$ cat src/logic/rv_macros.svh
// Widths, reset vector and RV32I encodings shared by the core.
// Pull in with `include wherever a width or an opcode is needed.

`ifndef RV_MACROS_SVH
`define RV_MACROS_SVH

`define RV_XLEN      32              // Data word width
`define RV_REG_AW    5               // Register address width
`define RV_PC_RESET  32'h8000_0000   // First fetch address
`define RV_PC_STEP   32'd4           // Sequential PC increment

`define RV_OP_REG    7'b0110011      // R-type ALU
`define RV_OP_IMM    7'b0010011      // I-type ALU
`define RV_OP_JAL    7'b1101111      // Jump and link

`define RV_F3_ADD    3'b000          // ADD / SUB / ADDI
`define RV_F3_XOR    3'b100
`define RV_F3_OR     3'b110
`define RV_F3_AND    3'b111
`define RV_F7_SUB    7'b0100000      // funct7 marking SUB

`endif
$ cat src/logic/rv_pkg.sv
// Types shared across the pipeline: the two views of an instruction
// word and the micro-op set handed from decode to execute.

`default_nettype none

package rv_pkg;

    // R-type field layout
    typedef struct packed {
        logic [6:0] funct7;
        logic [4:0] rs2;
        logic [4:0] rs1;
        logic [2:0] funct3;
        logic [4:0] rd;
        logic [6:0] opcode;
    } r_type_t;

    // I-type field layout, imm overlays funct7 and rs2
    typedef struct packed {
        logic [11:0] imm;
        logic [4:0]  rs1;
        logic [2:0]  funct3;
        logic [4:0]  rd;
        logic [6:0]  opcode;
    } i_type_t;

    typedef union packed {
        r_type_t r;
        i_type_t i;
    } instr_u;

    typedef enum logic [2:0] {
        UOP_ADD,
        UOP_SUB,
        UOP_AND,
        UOP_OR,
        UOP_XOR,
        UOP_LINK,    // rd gets pc plus 4
        UOP_NONE     // Retires with no write
    } uop_e;

endpackage

`default_nettype wire

$ cat src/logic/wb_if.sv
// Retiring result, registered in execute. Feeds the register file,
// the second forwarding path in decode and the trace outputs.

`timescale 1ns/1ps
`default_nettype none
`include "rv_macros.svh"

interface wb_if ();
    logic                  valid;   // Instruction retires this cycle
    logic                  wen;     // Register write, never for x0
    logic [`RV_REG_AW-1:0] rd;
    logic [`RV_XLEN-1:0]   wdata;
    logic [`RV_XLEN-1:0]   pc;
    logic [31:0]           instr;

    modport source_mp (output valid, wen, rd, wdata, pc, instr);
    modport sink_mp   (input  valid, wen, rd, wdata, pc, instr);
endinterface

`default_nettype wire

$ cat src/logic/issue_if.sv
// Decoded instruction leaving the decode issue register for execute.
// One cycle of valid per instruction, no back-pressure.

`timescale 1ns/1ps
`default_nettype none
`include "rv_macros.svh"

interface issue_if import rv_pkg::*; ();
    logic                  valid;   // One cycle per instruction
    logic [`RV_REG_AW-1:0] rd;      // Destination register
    uop_e                  uop;     // Micro-op
    logic [`RV_XLEN-1:0]   opr_a;   // Forwarded operand A
    logic [`RV_XLEN-1:0]   opr_b;   // Operand B or immediate
    logic [`RV_XLEN-1:0]   pc;      // Instruction address
    logic [31:0]           instr;   // Raw word for trace

    modport decode_mp  (output valid, rd, uop, opr_a, opr_b, pc, instr);
    modport execute_mp (input  valid, rd, uop, opr_a, opr_b, pc, instr);
endinterface

`default_nettype wire

$ cat src/logic/rv_pipeline.sv
// Top level of the four-stage RV32I core: fetch, decode, execute and
// writeback. Exposes the instruction memory port and the retire trace.

`timescale 1ns/1ps
`default_nettype none
`include "rv_macros.svh"

module rv_pipeline (
    input  wire                   g_clk,
    input  wire                   reset,        // Synchronous, active high
    input  wire                   imem_gnt,
    input  wire                   imem_recv,
    input  wire  [31:0]           imem_rdata,
    output logic                  imem_req,
    output logic [`RV_XLEN-1:0]   imem_addr,
    output logic                  trs_valid,    // Instruction retired
    output logic [`RV_XLEN-1:0]   trs_pc,
    output logic [31:0]           trs_instr,
    output logic                  trs_wen,
    output logic [`RV_REG_AW-1:0] trs_rd,
    output logic [`RV_XLEN-1:0]   trs_wdata
);

    logic [`RV_XLEN-1:0]   pc;
    logic                  step;
    logic                  cf_req;        // JAL redirect
    logic [`RV_XLEN-1:0]   cf_target;
    logic                  s1_valid;      // Fetch to decode
    logic [31:0]           s1_instr;
    logic [`RV_XLEN-1:0]   s1_pc;
    logic [`RV_REG_AW-1:0] rs1_addr;
    logic [`RV_REG_AW-1:0] rs2_addr;
    logic [`RV_XLEN-1:0]   rs1_rdata;
    logic [`RV_XLEN-1:0]   rs2_rdata;
    logic                  ex_wen;        // Execute forwarding
    logic [`RV_REG_AW-1:0] ex_rd;
    logic [`RV_XLEN-1:0]   ex_result;

    issue_if iss_bus ();
    wb_if    wb_bus ();

    // ------------------------------
    // Stages
    fetch_ctrl i_fetch (
        .g_clk      (g_clk),     .reset     (reset),
        .imem_gnt   (imem_gnt),  .imem_recv (imem_recv),
        .imem_rdata (imem_rdata),.pc        (pc),
        .cf_req     (cf_req),    .imem_req  (imem_req),
        .imem_addr  (imem_addr), .step      (step),
        .s1_valid   (s1_valid),  .s1_instr  (s1_instr),
        .s1_pc      (s1_pc)
    );

    pc_counter i_pc (
        .g_clk  (g_clk),  .reset     (reset),
        .step   (step),   .cf_req    (cf_req),
        .pc     (pc),     .cf_target (cf_target)
    );

    decode_stage i_decode (
        .g_clk     (g_clk),     .reset     (reset),
        .s1_valid  (s1_valid),  .s1_instr  (s1_instr),
        .s1_pc     (s1_pc),     .rs1_rdata (rs1_rdata),
        .rs2_rdata (rs2_rdata), .ex_wen    (ex_wen),
        .ex_rd     (ex_rd),     .ex_result (ex_result),
        .wb        (wb_bus),    .rs1_addr  (rs1_addr),
        .rs2_addr  (rs2_addr),  .cf_req    (cf_req),
        .cf_target (cf_target), .iss       (iss_bus)
    );

    execute_stage i_execute (
        .g_clk  (g_clk),   .reset     (reset),
        .iss    (iss_bus), .ex_wen    (ex_wen),
        .ex_rd  (ex_rd),   .ex_result (ex_result),
        .wb     (wb_bus)
    );

    gpr_file i_gprs (
        .g_clk     (g_clk),     .reset     (reset),
        .rs1_addr  (rs1_addr),  .rs2_addr  (rs2_addr),
        .wb        (wb_bus),    .rs1_rdata (rs1_rdata),
        .rs2_rdata (rs2_rdata)
    );

    // ------------------------------
    // Retire trace
    assign trs_valid = wb_bus.valid;
    assign trs_pc    = wb_bus.pc;
    assign trs_instr = wb_bus.instr;
    assign trs_wen   = wb_bus.wen;
    assign trs_rd    = wb_bus.rd;
    assign trs_wdata = wb_bus.wdata;

endmodule

`default_nettype wire

$ cat src/logic/gpr_file.sv
// General purpose registers x1 to x31 with two combinational read
// ports. x0 is not stored and always reads as zero.

`timescale 1ns/1ps
`default_nettype none
`include "rv_macros.svh"

module gpr_file (
    input  wire                   g_clk,
    input  wire                   reset,
    input  wire  [`RV_REG_AW-1:0] rs1_addr,
    input  wire  [`RV_REG_AW-1:0] rs2_addr,
    wb_if.sink_mp                 wb,          // Write port
    output logic [`RV_XLEN-1:0]   rs1_rdata,
    output logic [`RV_XLEN-1:0]   rs2_rdata
);

    logic [`RV_XLEN-1:0] regs [1:31];

    // Written at the edge that ends the writeback cycle
    always_ff @(posedge g_clk) begin
        if (reset) begin
            for (int i = 1; i < 32; i++) begin
                regs[i] <= '0;
            end
        end else if (wb.wen && wb.rd != '0) begin
            regs[wb.rd] <= wb.wdata;
        end
    end

    assign rs1_rdata = (rs1_addr == '0) ? '0 : regs[rs1_addr];
    assign rs2_rdata = (rs2_addr == '0) ? '0 : regs[rs2_addr];

endmodule

`default_nettype wire

$ cat src/logic/execute_stage.sv
// Integer ALU and the writeback register. The unregistered result
// also goes back to decode as the first forwarding source.

`timescale 1ns/1ps
`default_nettype none
`include "rv_macros.svh"

module execute_stage import rv_pkg::*; (
    input  wire                   g_clk,
    input  wire                   reset,
    issue_if.execute_mp           iss,
    output logic                  ex_wen,      // Forwarding to decode
    output logic [`RV_REG_AW-1:0] ex_rd,
    output logic [`RV_XLEN-1:0]   ex_result,
    wb_if.source_mp               wb
);

    logic [`RV_XLEN-1:0] alu_out;

    always_comb begin
        case (iss.uop)
            UOP_ADD,
            UOP_LINK: alu_out = iss.opr_a + iss.opr_b;
            UOP_SUB:  alu_out = iss.opr_a - iss.opr_b;
            UOP_AND:  alu_out = iss.opr_a & iss.opr_b;
            UOP_OR:   alu_out = iss.opr_a | iss.opr_b;
            UOP_XOR:  alu_out = iss.opr_a ^ iss.opr_b;
            default:  alu_out = '0;              // No result
        endcase
    end

    // Writes only for a real op with rd not x0
    assign ex_wen    = iss.valid && (iss.uop != UOP_NONE) && (iss.rd != '0);
    assign ex_rd     = iss.rd;
    assign ex_result = alu_out;

    // ------------------------------
    // Writeback register
    always_ff @(posedge g_clk) begin
        if (reset) begin
            wb.valid <= 1'b0;
            wb.wen   <= 1'b0;
        end else begin
            wb.valid <= iss.valid;
            wb.wen   <= ex_wen;
        end
    end

    always_ff @(posedge g_clk) begin
        if (iss.valid) begin
            wb.rd    <= iss.rd;
            wb.wdata <= alu_out;
            wb.pc    <= iss.pc;
            wb.instr <= iss.instr;
        end
    end

endmodule

`default_nettype wire

$ cat src/logic/decode_stage.sv
// Decode and register read. Selects the micro-op and operands,
// forwards from execute and writeback, raises the JAL redirect and
// loads the issue register feeding execute.

`timescale 1ns/1ps
`default_nettype none
`include "rv_macros.svh"

module decode_stage import rv_pkg::*; (
    input  wire                   g_clk,
    input  wire                   reset,
    input  wire                   s1_valid,
    input  wire  [31:0]           s1_instr,
    input  wire  [`RV_XLEN-1:0]   s1_pc,
    input  wire  [`RV_XLEN-1:0]   rs1_rdata,   // Register file
    input  wire  [`RV_XLEN-1:0]   rs2_rdata,
    input  wire                   ex_wen,      // Instruction in execute
    input  wire  [`RV_REG_AW-1:0] ex_rd,
    input  wire  [`RV_XLEN-1:0]   ex_result,
    wb_if.sink_mp                 wb,          // Instruction in writeback
    output logic [`RV_REG_AW-1:0] rs1_addr,
    output logic [`RV_REG_AW-1:0] rs2_addr,
    output logic                  cf_req,
    output logic [`RV_XLEN-1:0]   cf_target,
    issue_if.decode_mp            iss
);

    instr_u              word;
    logic [`RV_XLEN-1:0] imm_i;
    logic [`RV_XLEN-1:0] imm_j;
    logic [`RV_XLEN-1:0] rs1_fwd;
    logic [`RV_XLEN-1:0] rs2_fwd;
    logic [`RV_XLEN-1:0] opr_a;
    logic [`RV_XLEN-1:0] opr_b;
    uop_e                uop;

    // Youngest producer wins, x0 never forwarded
    function automatic logic [`RV_XLEN-1:0] fwd_sel(
        input logic [`RV_REG_AW-1:0] addr,
        input logic [`RV_XLEN-1:0]   rf_data
    );
        if (addr != '0 && ex_wen && ex_rd == addr) return ex_result;
        if (addr != '0 && wb.wen && wb.rd == addr) return wb.wdata;
        return rf_data;
    endfunction

    // funct3 to ALU op, shared by R and I forms
    function automatic uop_e alu_uop(input logic [2:0] funct3);
        case (funct3)
            `RV_F3_ADD: return UOP_ADD;
            `RV_F3_XOR: return UOP_XOR;
            `RV_F3_OR:  return UOP_OR;
            `RV_F3_AND: return UOP_AND;
            default:    return UOP_NONE;  // Shifts, compares unsupported
        endcase
    endfunction

    assign word     = s1_instr;
    assign rs1_addr = word.r.rs1;
    assign rs2_addr = word.r.rs2;
    assign imm_i    = {{20{word.i.imm[11]}}, word.i.imm};
    assign imm_j    = {{12{s1_instr[31]}}, s1_instr[19:12], s1_instr[20],
                       s1_instr[30:21], 1'b0};

    // Follows the bypass sources as well as the addresses
    always_comb begin
        rs1_fwd = fwd_sel(rs1_addr, rs1_rdata);
        rs2_fwd = fwd_sel(rs2_addr, rs2_rdata);
    end

    assign cf_req    = s1_valid && (word.r.opcode == `RV_OP_JAL);
    assign cf_target = s1_pc + imm_j;

    // ------------------------------
    // Micro-op and operand select
    always_comb begin
        uop   = UOP_NONE;
        opr_a = rs1_fwd;
        opr_b = rs2_fwd;
        case (word.r.opcode)
            `RV_OP_REG: begin
                if (word.r.funct7 == '0) begin
                    uop = alu_uop(word.r.funct3);
                end else if (word.r.funct7 == `RV_F7_SUB &&
                             word.r.funct3 == `RV_F3_ADD) begin
                    uop = UOP_SUB;
                end
            end
            `RV_OP_IMM: begin
                uop   = alu_uop(word.i.funct3);
                opr_b = imm_i;                    // Immediate replaces rs2
            end
            `RV_OP_JAL: begin
                uop   = UOP_LINK;
                opr_a = s1_pc;                    // Link value pc plus 4
                opr_b = `RV_PC_STEP;
            end
            default: uop = UOP_NONE;
        endcase
    end

    // ------------------------------
    // Issue register
    always_ff @(posedge g_clk) begin
        if (reset) begin
            iss.valid <= 1'b0;
        end else begin
            iss.valid <= s1_valid;
        end
    end

    always_ff @(posedge g_clk) begin
        if (s1_valid) begin
            iss.rd    <= word.r.rd;
            iss.uop   <= uop;
            iss.opr_a <= opr_a;
            iss.opr_b <= opr_b;
            iss.pc    <= s1_pc;
            iss.instr <= s1_instr;
        end
    end

endmodule

`default_nettype wire

$ cat src/logic/pc_counter.sv
// Program counter. Steps on each granted sequential fetch and loads
// the jump target from decode, which wins over a step.

`timescale 1ns/1ps
`default_nettype none
`include "rv_macros.svh"

module pc_counter (
    input  wire                 g_clk,
    input  wire                 reset,
    input  wire                 step,        // Fetch granted
    input  wire                 cf_req,      // Jump taken in decode
    input  wire [`RV_XLEN-1:0]  cf_target,
    output logic [`RV_XLEN-1:0] pc
);

    always_ff @(posedge g_clk) begin
        if (reset) begin
            pc <= `RV_PC_RESET;
        end else if (cf_req) begin
            pc <= cf_target;                 // Redirect
        end else if (step) begin
            pc <= pc + `RV_PC_STEP;          // Sequential
        end
    end

endmodule

`default_nettype wire

$ cat src/logic/fetch_ctrl.sv
// Fetch FSM on the req/gnt/recv instruction memory port.
// Keeps one fetch outstanding and hands each word to decode as a
// single-cycle s1_valid pulse. Responses made stale by a jump are dropped.

`timescale 1ns/1ps
`default_nettype none
`include "rv_macros.svh"

module fetch_ctrl (
    input  wire                 g_clk,
    input  wire                 reset,
    input  wire                 imem_gnt,     // Request accepted
    input  wire                 imem_recv,    // Response strobe
    input  wire [31:0]          imem_rdata,
    input  wire [`RV_XLEN-1:0]  pc,           // Next sequential address
    input  wire                 cf_req,       // Jump seen in decode
    output logic                imem_req,
    output logic [`RV_XLEN-1:0] imem_addr,
    output logic                step,         // Advance the PC
    output logic                s1_valid,
    output logic [31:0]         s1_instr,
    output logic [`RV_XLEN-1:0] s1_pc
);

    typedef enum logic [1:0] {
        FETCH_REQ,   // Request on the bus
        FETCH_WAIT,  // Granted, response wanted
        FETCH_DROP   // Granted, response thrown away
    } fetch_state_e;

    fetch_state_e        state;
    fetch_state_e        state_nxt;
    logic                stale;    // Pending request predates a jump
    logic [`RV_XLEN-1:0] req_pc;   // Address on the bus, held to delivery

    assign imem_req  = (state == FETCH_REQ);
    assign imem_addr = req_pc;                        // Stable until granted
    assign step      = imem_req && imem_gnt && !stale;

    // ------------------------------
    // Next state
    always_comb begin
        state_nxt = state;
        case (state)
            FETCH_REQ: begin
                if (imem_gnt) begin
                    state_nxt = (cf_req || stale) ? FETCH_DROP : FETCH_WAIT;
                end
            end
            FETCH_WAIT: begin
                if (imem_recv) begin
                    state_nxt = FETCH_REQ;
                end else if (cf_req) begin
                    state_nxt = FETCH_DROP;
                end
            end
            FETCH_DROP: if (imem_recv) state_nxt = FETCH_REQ;  // Swallow it
            default:    state_nxt = FETCH_REQ;
        endcase
    end

    always_ff @(posedge g_clk) begin
        if (reset) begin
            state    <= FETCH_REQ;
            stale    <= 1'b0;
            req_pc   <= `RV_PC_RESET;
            s1_valid <= 1'b0;
        end else begin
            state    <= state_nxt;
            s1_valid <= (state == FETCH_WAIT) && imem_recv;
            if (imem_req && imem_gnt) begin
                stale <= 1'b0;
            end else if (imem_req && cf_req) begin
                stale <= 1'b1;                        // Keep addr, drop later
            end
            if (state != FETCH_REQ && imem_recv) begin
                req_pc <= pc;                         // Next request address
            end
        end
    end

    // Word and its address for decode
    always_ff @(posedge g_clk) begin
        if (state == FETCH_WAIT && imem_recv) begin
            s1_instr <= imem_rdata;
            s1_pc    <= req_pc;
        end
    end

endmodule

`default_nettype wire

$ cat config.mk
export PLATFORM = sky130hd
export DESIGN_NAME = rv_pipeline
export DESIGN_NICKNAME = d
export VERILOG_FILES = /design/src/logic/rv_pkg.sv /design/src/logic/wb_if.sv /design/src/logic/issue_if.sv /design/src/logic/rv_pipeline.sv /design/src/logic/gpr_file.sv /design/src/logic/execute_stage.sv /design/src/logic/decode_stage.sv /design/src/logic/pc_counter.sv /design/src/logic/fetch_ctrl.sv
export VERILOG_INCLUDE_DIRS = /design/src /design/src/logic
export SDC_FILE = /design/constraint.sdc
export NUM_CORES = 2
export LEC_CHECK = 0
export BUFFER_PORTS_ARGS = -buffer_cell sky130_fd_sc_hd__buf_2
export CORE_UTILIZATION = 40
export DETAILED_ROUTE_END_ITERATION = 10
export PLACE_DENSITY = 0.51
export SLEW_MARGIN = 30
export SYNTH_ARGS = -nofsm -noshare
export SYNTH_HDL_FRONTEND = slang
export SYNTH_SLANG_ARGS = --single-unit
$ cat constraint.sdc
create_clock -name g_clk -period 7.74 [get_ports g_clk]
set_clock_uncertainty 0.1 [all_clocks]
set_input_delay 1.161 -clock g_clk [delete_from_list [all_inputs] [get_ports g_clk]]
set_output_delay 1.161 -clock g_clk [all_outputs]
set_load 0.03 [all_outputs]
==> impl_metrics.toml <==
[yosys]
synth_ff_type = "edfxtp_1"
netlist_top_cells_area = "edfxtp_1 (53%), mux4_2 (19%), and2_1 (8.5%)"
yosys_warnings = 0
synth_edf_count = 1315
syn_inst = 5109
synth_top_area_cell = "edfxtp_1"
netlist.area_leader.share_pct = 53.4
netlist_area_sq_um = 74000
avgSynthCellArea_sq_um = 14.5
ys_seq_elements = 1396
synthDistinctLibCells = 89
ys_seq_area_share_pct = 55.6
ys_async_sr_fraction_pct = 0

[power_and_ir_drop]
peakVddDrop_v = 0.000174
leakage_nw = 29.7
power_density_nw_per_um2 = 217

[route]
first_pass_iters = 5
drc = 0
wl_per_cell_um = 34.1
ant_nets = 0
vias_per_cell = 6.03
wl_um = 265000
vias = 47000
drt-initial-drc-count = 5749

[clock_tree]
clkSlewWorstSetupHoldPaths_ps = 60
clockRootBuffer = "clkbuf_16"
hold_buffers = 0
cts_buffer_depth = 3
numCtsBuffers = 161
cts_setup_buffers = 0
clk_latency_ps = 810
cts.sinks = 1396
cts_tree = "yes"
htreeDepth = 4
cts_resized = 0

[timing]
worstMarginPinSlew_ps = 1150
slew_violations = 0
rsz0062_at_grt = "false"
hold_ws_ps = 316
finalCritPeriodShare_pct = 70.5
fmax_ghz = 0.183
setup_tns_ps = 0
period_minus_slack_ps = 5460
setup_viol = 0
slew_headroom_pct = 23.0
finalHoldViolations = 0

[final_layout]
stdcell_area_sq_um = 83000
layout_commonest_cell = "edfxtp_1"
synthToLayoutAreaGrowth_pct = 12.1
n_fill_cell = 16300
drive_above_1_share_pct = 24.5
layout_common_cells = "edfxtp_1 (1315), and2_1 (1005), mux4_2 (621)"
fin_nets = 5351

[setup_path]
cp_max_fo = 9
cp.arrival_ps = 5860
worstSetupPathType = "reg2reg"
required_ps = 8140
start_kind = "register"
cp-end-kind = "register"

[floorplanning]
io_pins = 172
initial_core_util_pct = 40.3
coreArea_sq_um = 183000
die_y_um = 432
dieWidth_um = 432
die-area_sq_um = 187000
rows = 157

[global_route]
grt_max_degree = 90
grt.overflow.total = 0
grtUsageTotal_pct = 28.4
first_global_vias = 46400
grt_first_pass_wirelength_um = 370000
antenna_found_initial = 25

[run]
maxCapViolCount = 0

[status]
status = "completed"

[min_path]
hold_class = "reg2reg"

[placement]
numPortBuffers = 171
finalWeightedCongestion = 0.924
dp_hpwl_um = 167000
placed_cell_area_sq_um = 77800
[layout make-up]
type,count,area [sq um],share of cell area [%]
inverter,104,390,0.471
sequential,1396,41200,49.6
multi-input combinational,3189,31000,37.4
antenna,9,22.5,0.0271
clock buffer,208,4360,5.26
timing repair buffer,334,2230,2.69
clock inverter,86,718,0.866
tap,2464,3080,3.72
[through the flow]
stage	util [%]	power (mW)	std cells	worst slack (ps)
finish	45.2	18.0	7790	2280
detailed placement	42.4	10.6	7487	2060
CTS	45.2	18.1	7781	2010
global route	45.2	18.4	7782	1850
global placement	42.4	10.6	7487	1970
floorplan	-	9.86	5140	2790
[path summary, 6_finish.rpt]
kind | from | end | slack, ps | cells past startpoint
worst max-delay path | i_decode.iss.opr_b[0] | i_decode.iss.opr_a[30] | 2280 | 19
worst min-delay path | i_decode.iss.pc[28] | i_execute.wb.pc[28] | 320 | 0
worst max register to register | i_decode.iss.opr_b[0] | i_decode.iss.opr_a[30] | 2280 | 19
worst min register to register | i_decode.iss.pc[28] | i_execute.wb.pc[28] | 320 | 0
[report_power, final]
group / total (mW) / internal, mW / switching [mW]
registers: 8.66 / 8.48 / 0.180
clock network: 7.52 / 4.28 / 3.24
logic: 1.79 / 0.733 / 1.05
total: 18.0 / 13.5 / 4.48
[registers in the layout (all words and copies together), names as in the netlist, named ones only]
name,flops
i_decode.iss.instr,32
i_fetch.state,2
i_decode.iss.opr_a,32
i_decode.iss.opr_b,32
i_execute.wb.instr,32
i_fetch.s1_pc,32
i_execute.wb.valid,1
i_pc.pc,32
i_execute.wb.pc,32
i_fetch.imem_addr,32
i_fetch.s1_instr,32
i_gprs.regs,1024
i_execute.wb.wen,1
i_decode.iss.pc,32
i_fetch.s1_valid,1
i_decode.iss.valid,1
i_execute.wb.wdata,32
i_decode.iss.uop,3
i_fetch.stale,1
[kinds of logic after synthesis]
kind of cell             after synthesis  synth area share, %
flip-flops                          1396                 55.6
XOR/XNOR                             118                 1.40
AND/OR/NAND/NOR                     1586                 12.3
AO/OA/AOI/OAI                        607                 5.23
buffers and inverters                555                 3.11
other                                  1              0.00507
adder cells (fa/ha/maj)              129                 2.20
multiplexers                         717                 20.2
[synthesized netlist by cell type (27+ instances only)]
cell type,instances
nor2_1,157
dfxtp_1,81
mux2i_1,87
o21ai_0,121
and2_1,1005
ha_1,127
a21o_1,27
clkbuf_1,332
edfxtp_1,1315
nand2_1,190
buf_2,75
nand3_1,38
xor2_1,35
or2_2,38
a21oi_1,198
a22oi_1,29
mux4_2,621
a211oi_1,58
xnor2_1,83
inv_1,103
[metal layers]
metal	vias to the layer above	global-route usage [%]	routed length (um)
li1	19700	-	-
met1	24800	38.8	110000
met4	2	10.5	10300
met5	-	0	7
met3	405	4.52	19700
met2	2040	45.6	126000
[critical path: stages (launching register included)]
cell,delay (ps)
edfxtp_1,420
inv_1,120
ha_1,210
nor4b_2,540
nand2_1,160
nor2_1,250
nand3_1,150
nor2_1,230
nand2_1,210
o41ai_1,380
xnor2_1,110
ha_1,450
nand2_1,170
nor2_1,170
nand2_1,70
a2111oi_0,700
o21ai_0,210
and3_1,230
o21ai_2,150
a41oi_1,120
Power figures use the tool's default switching activity.
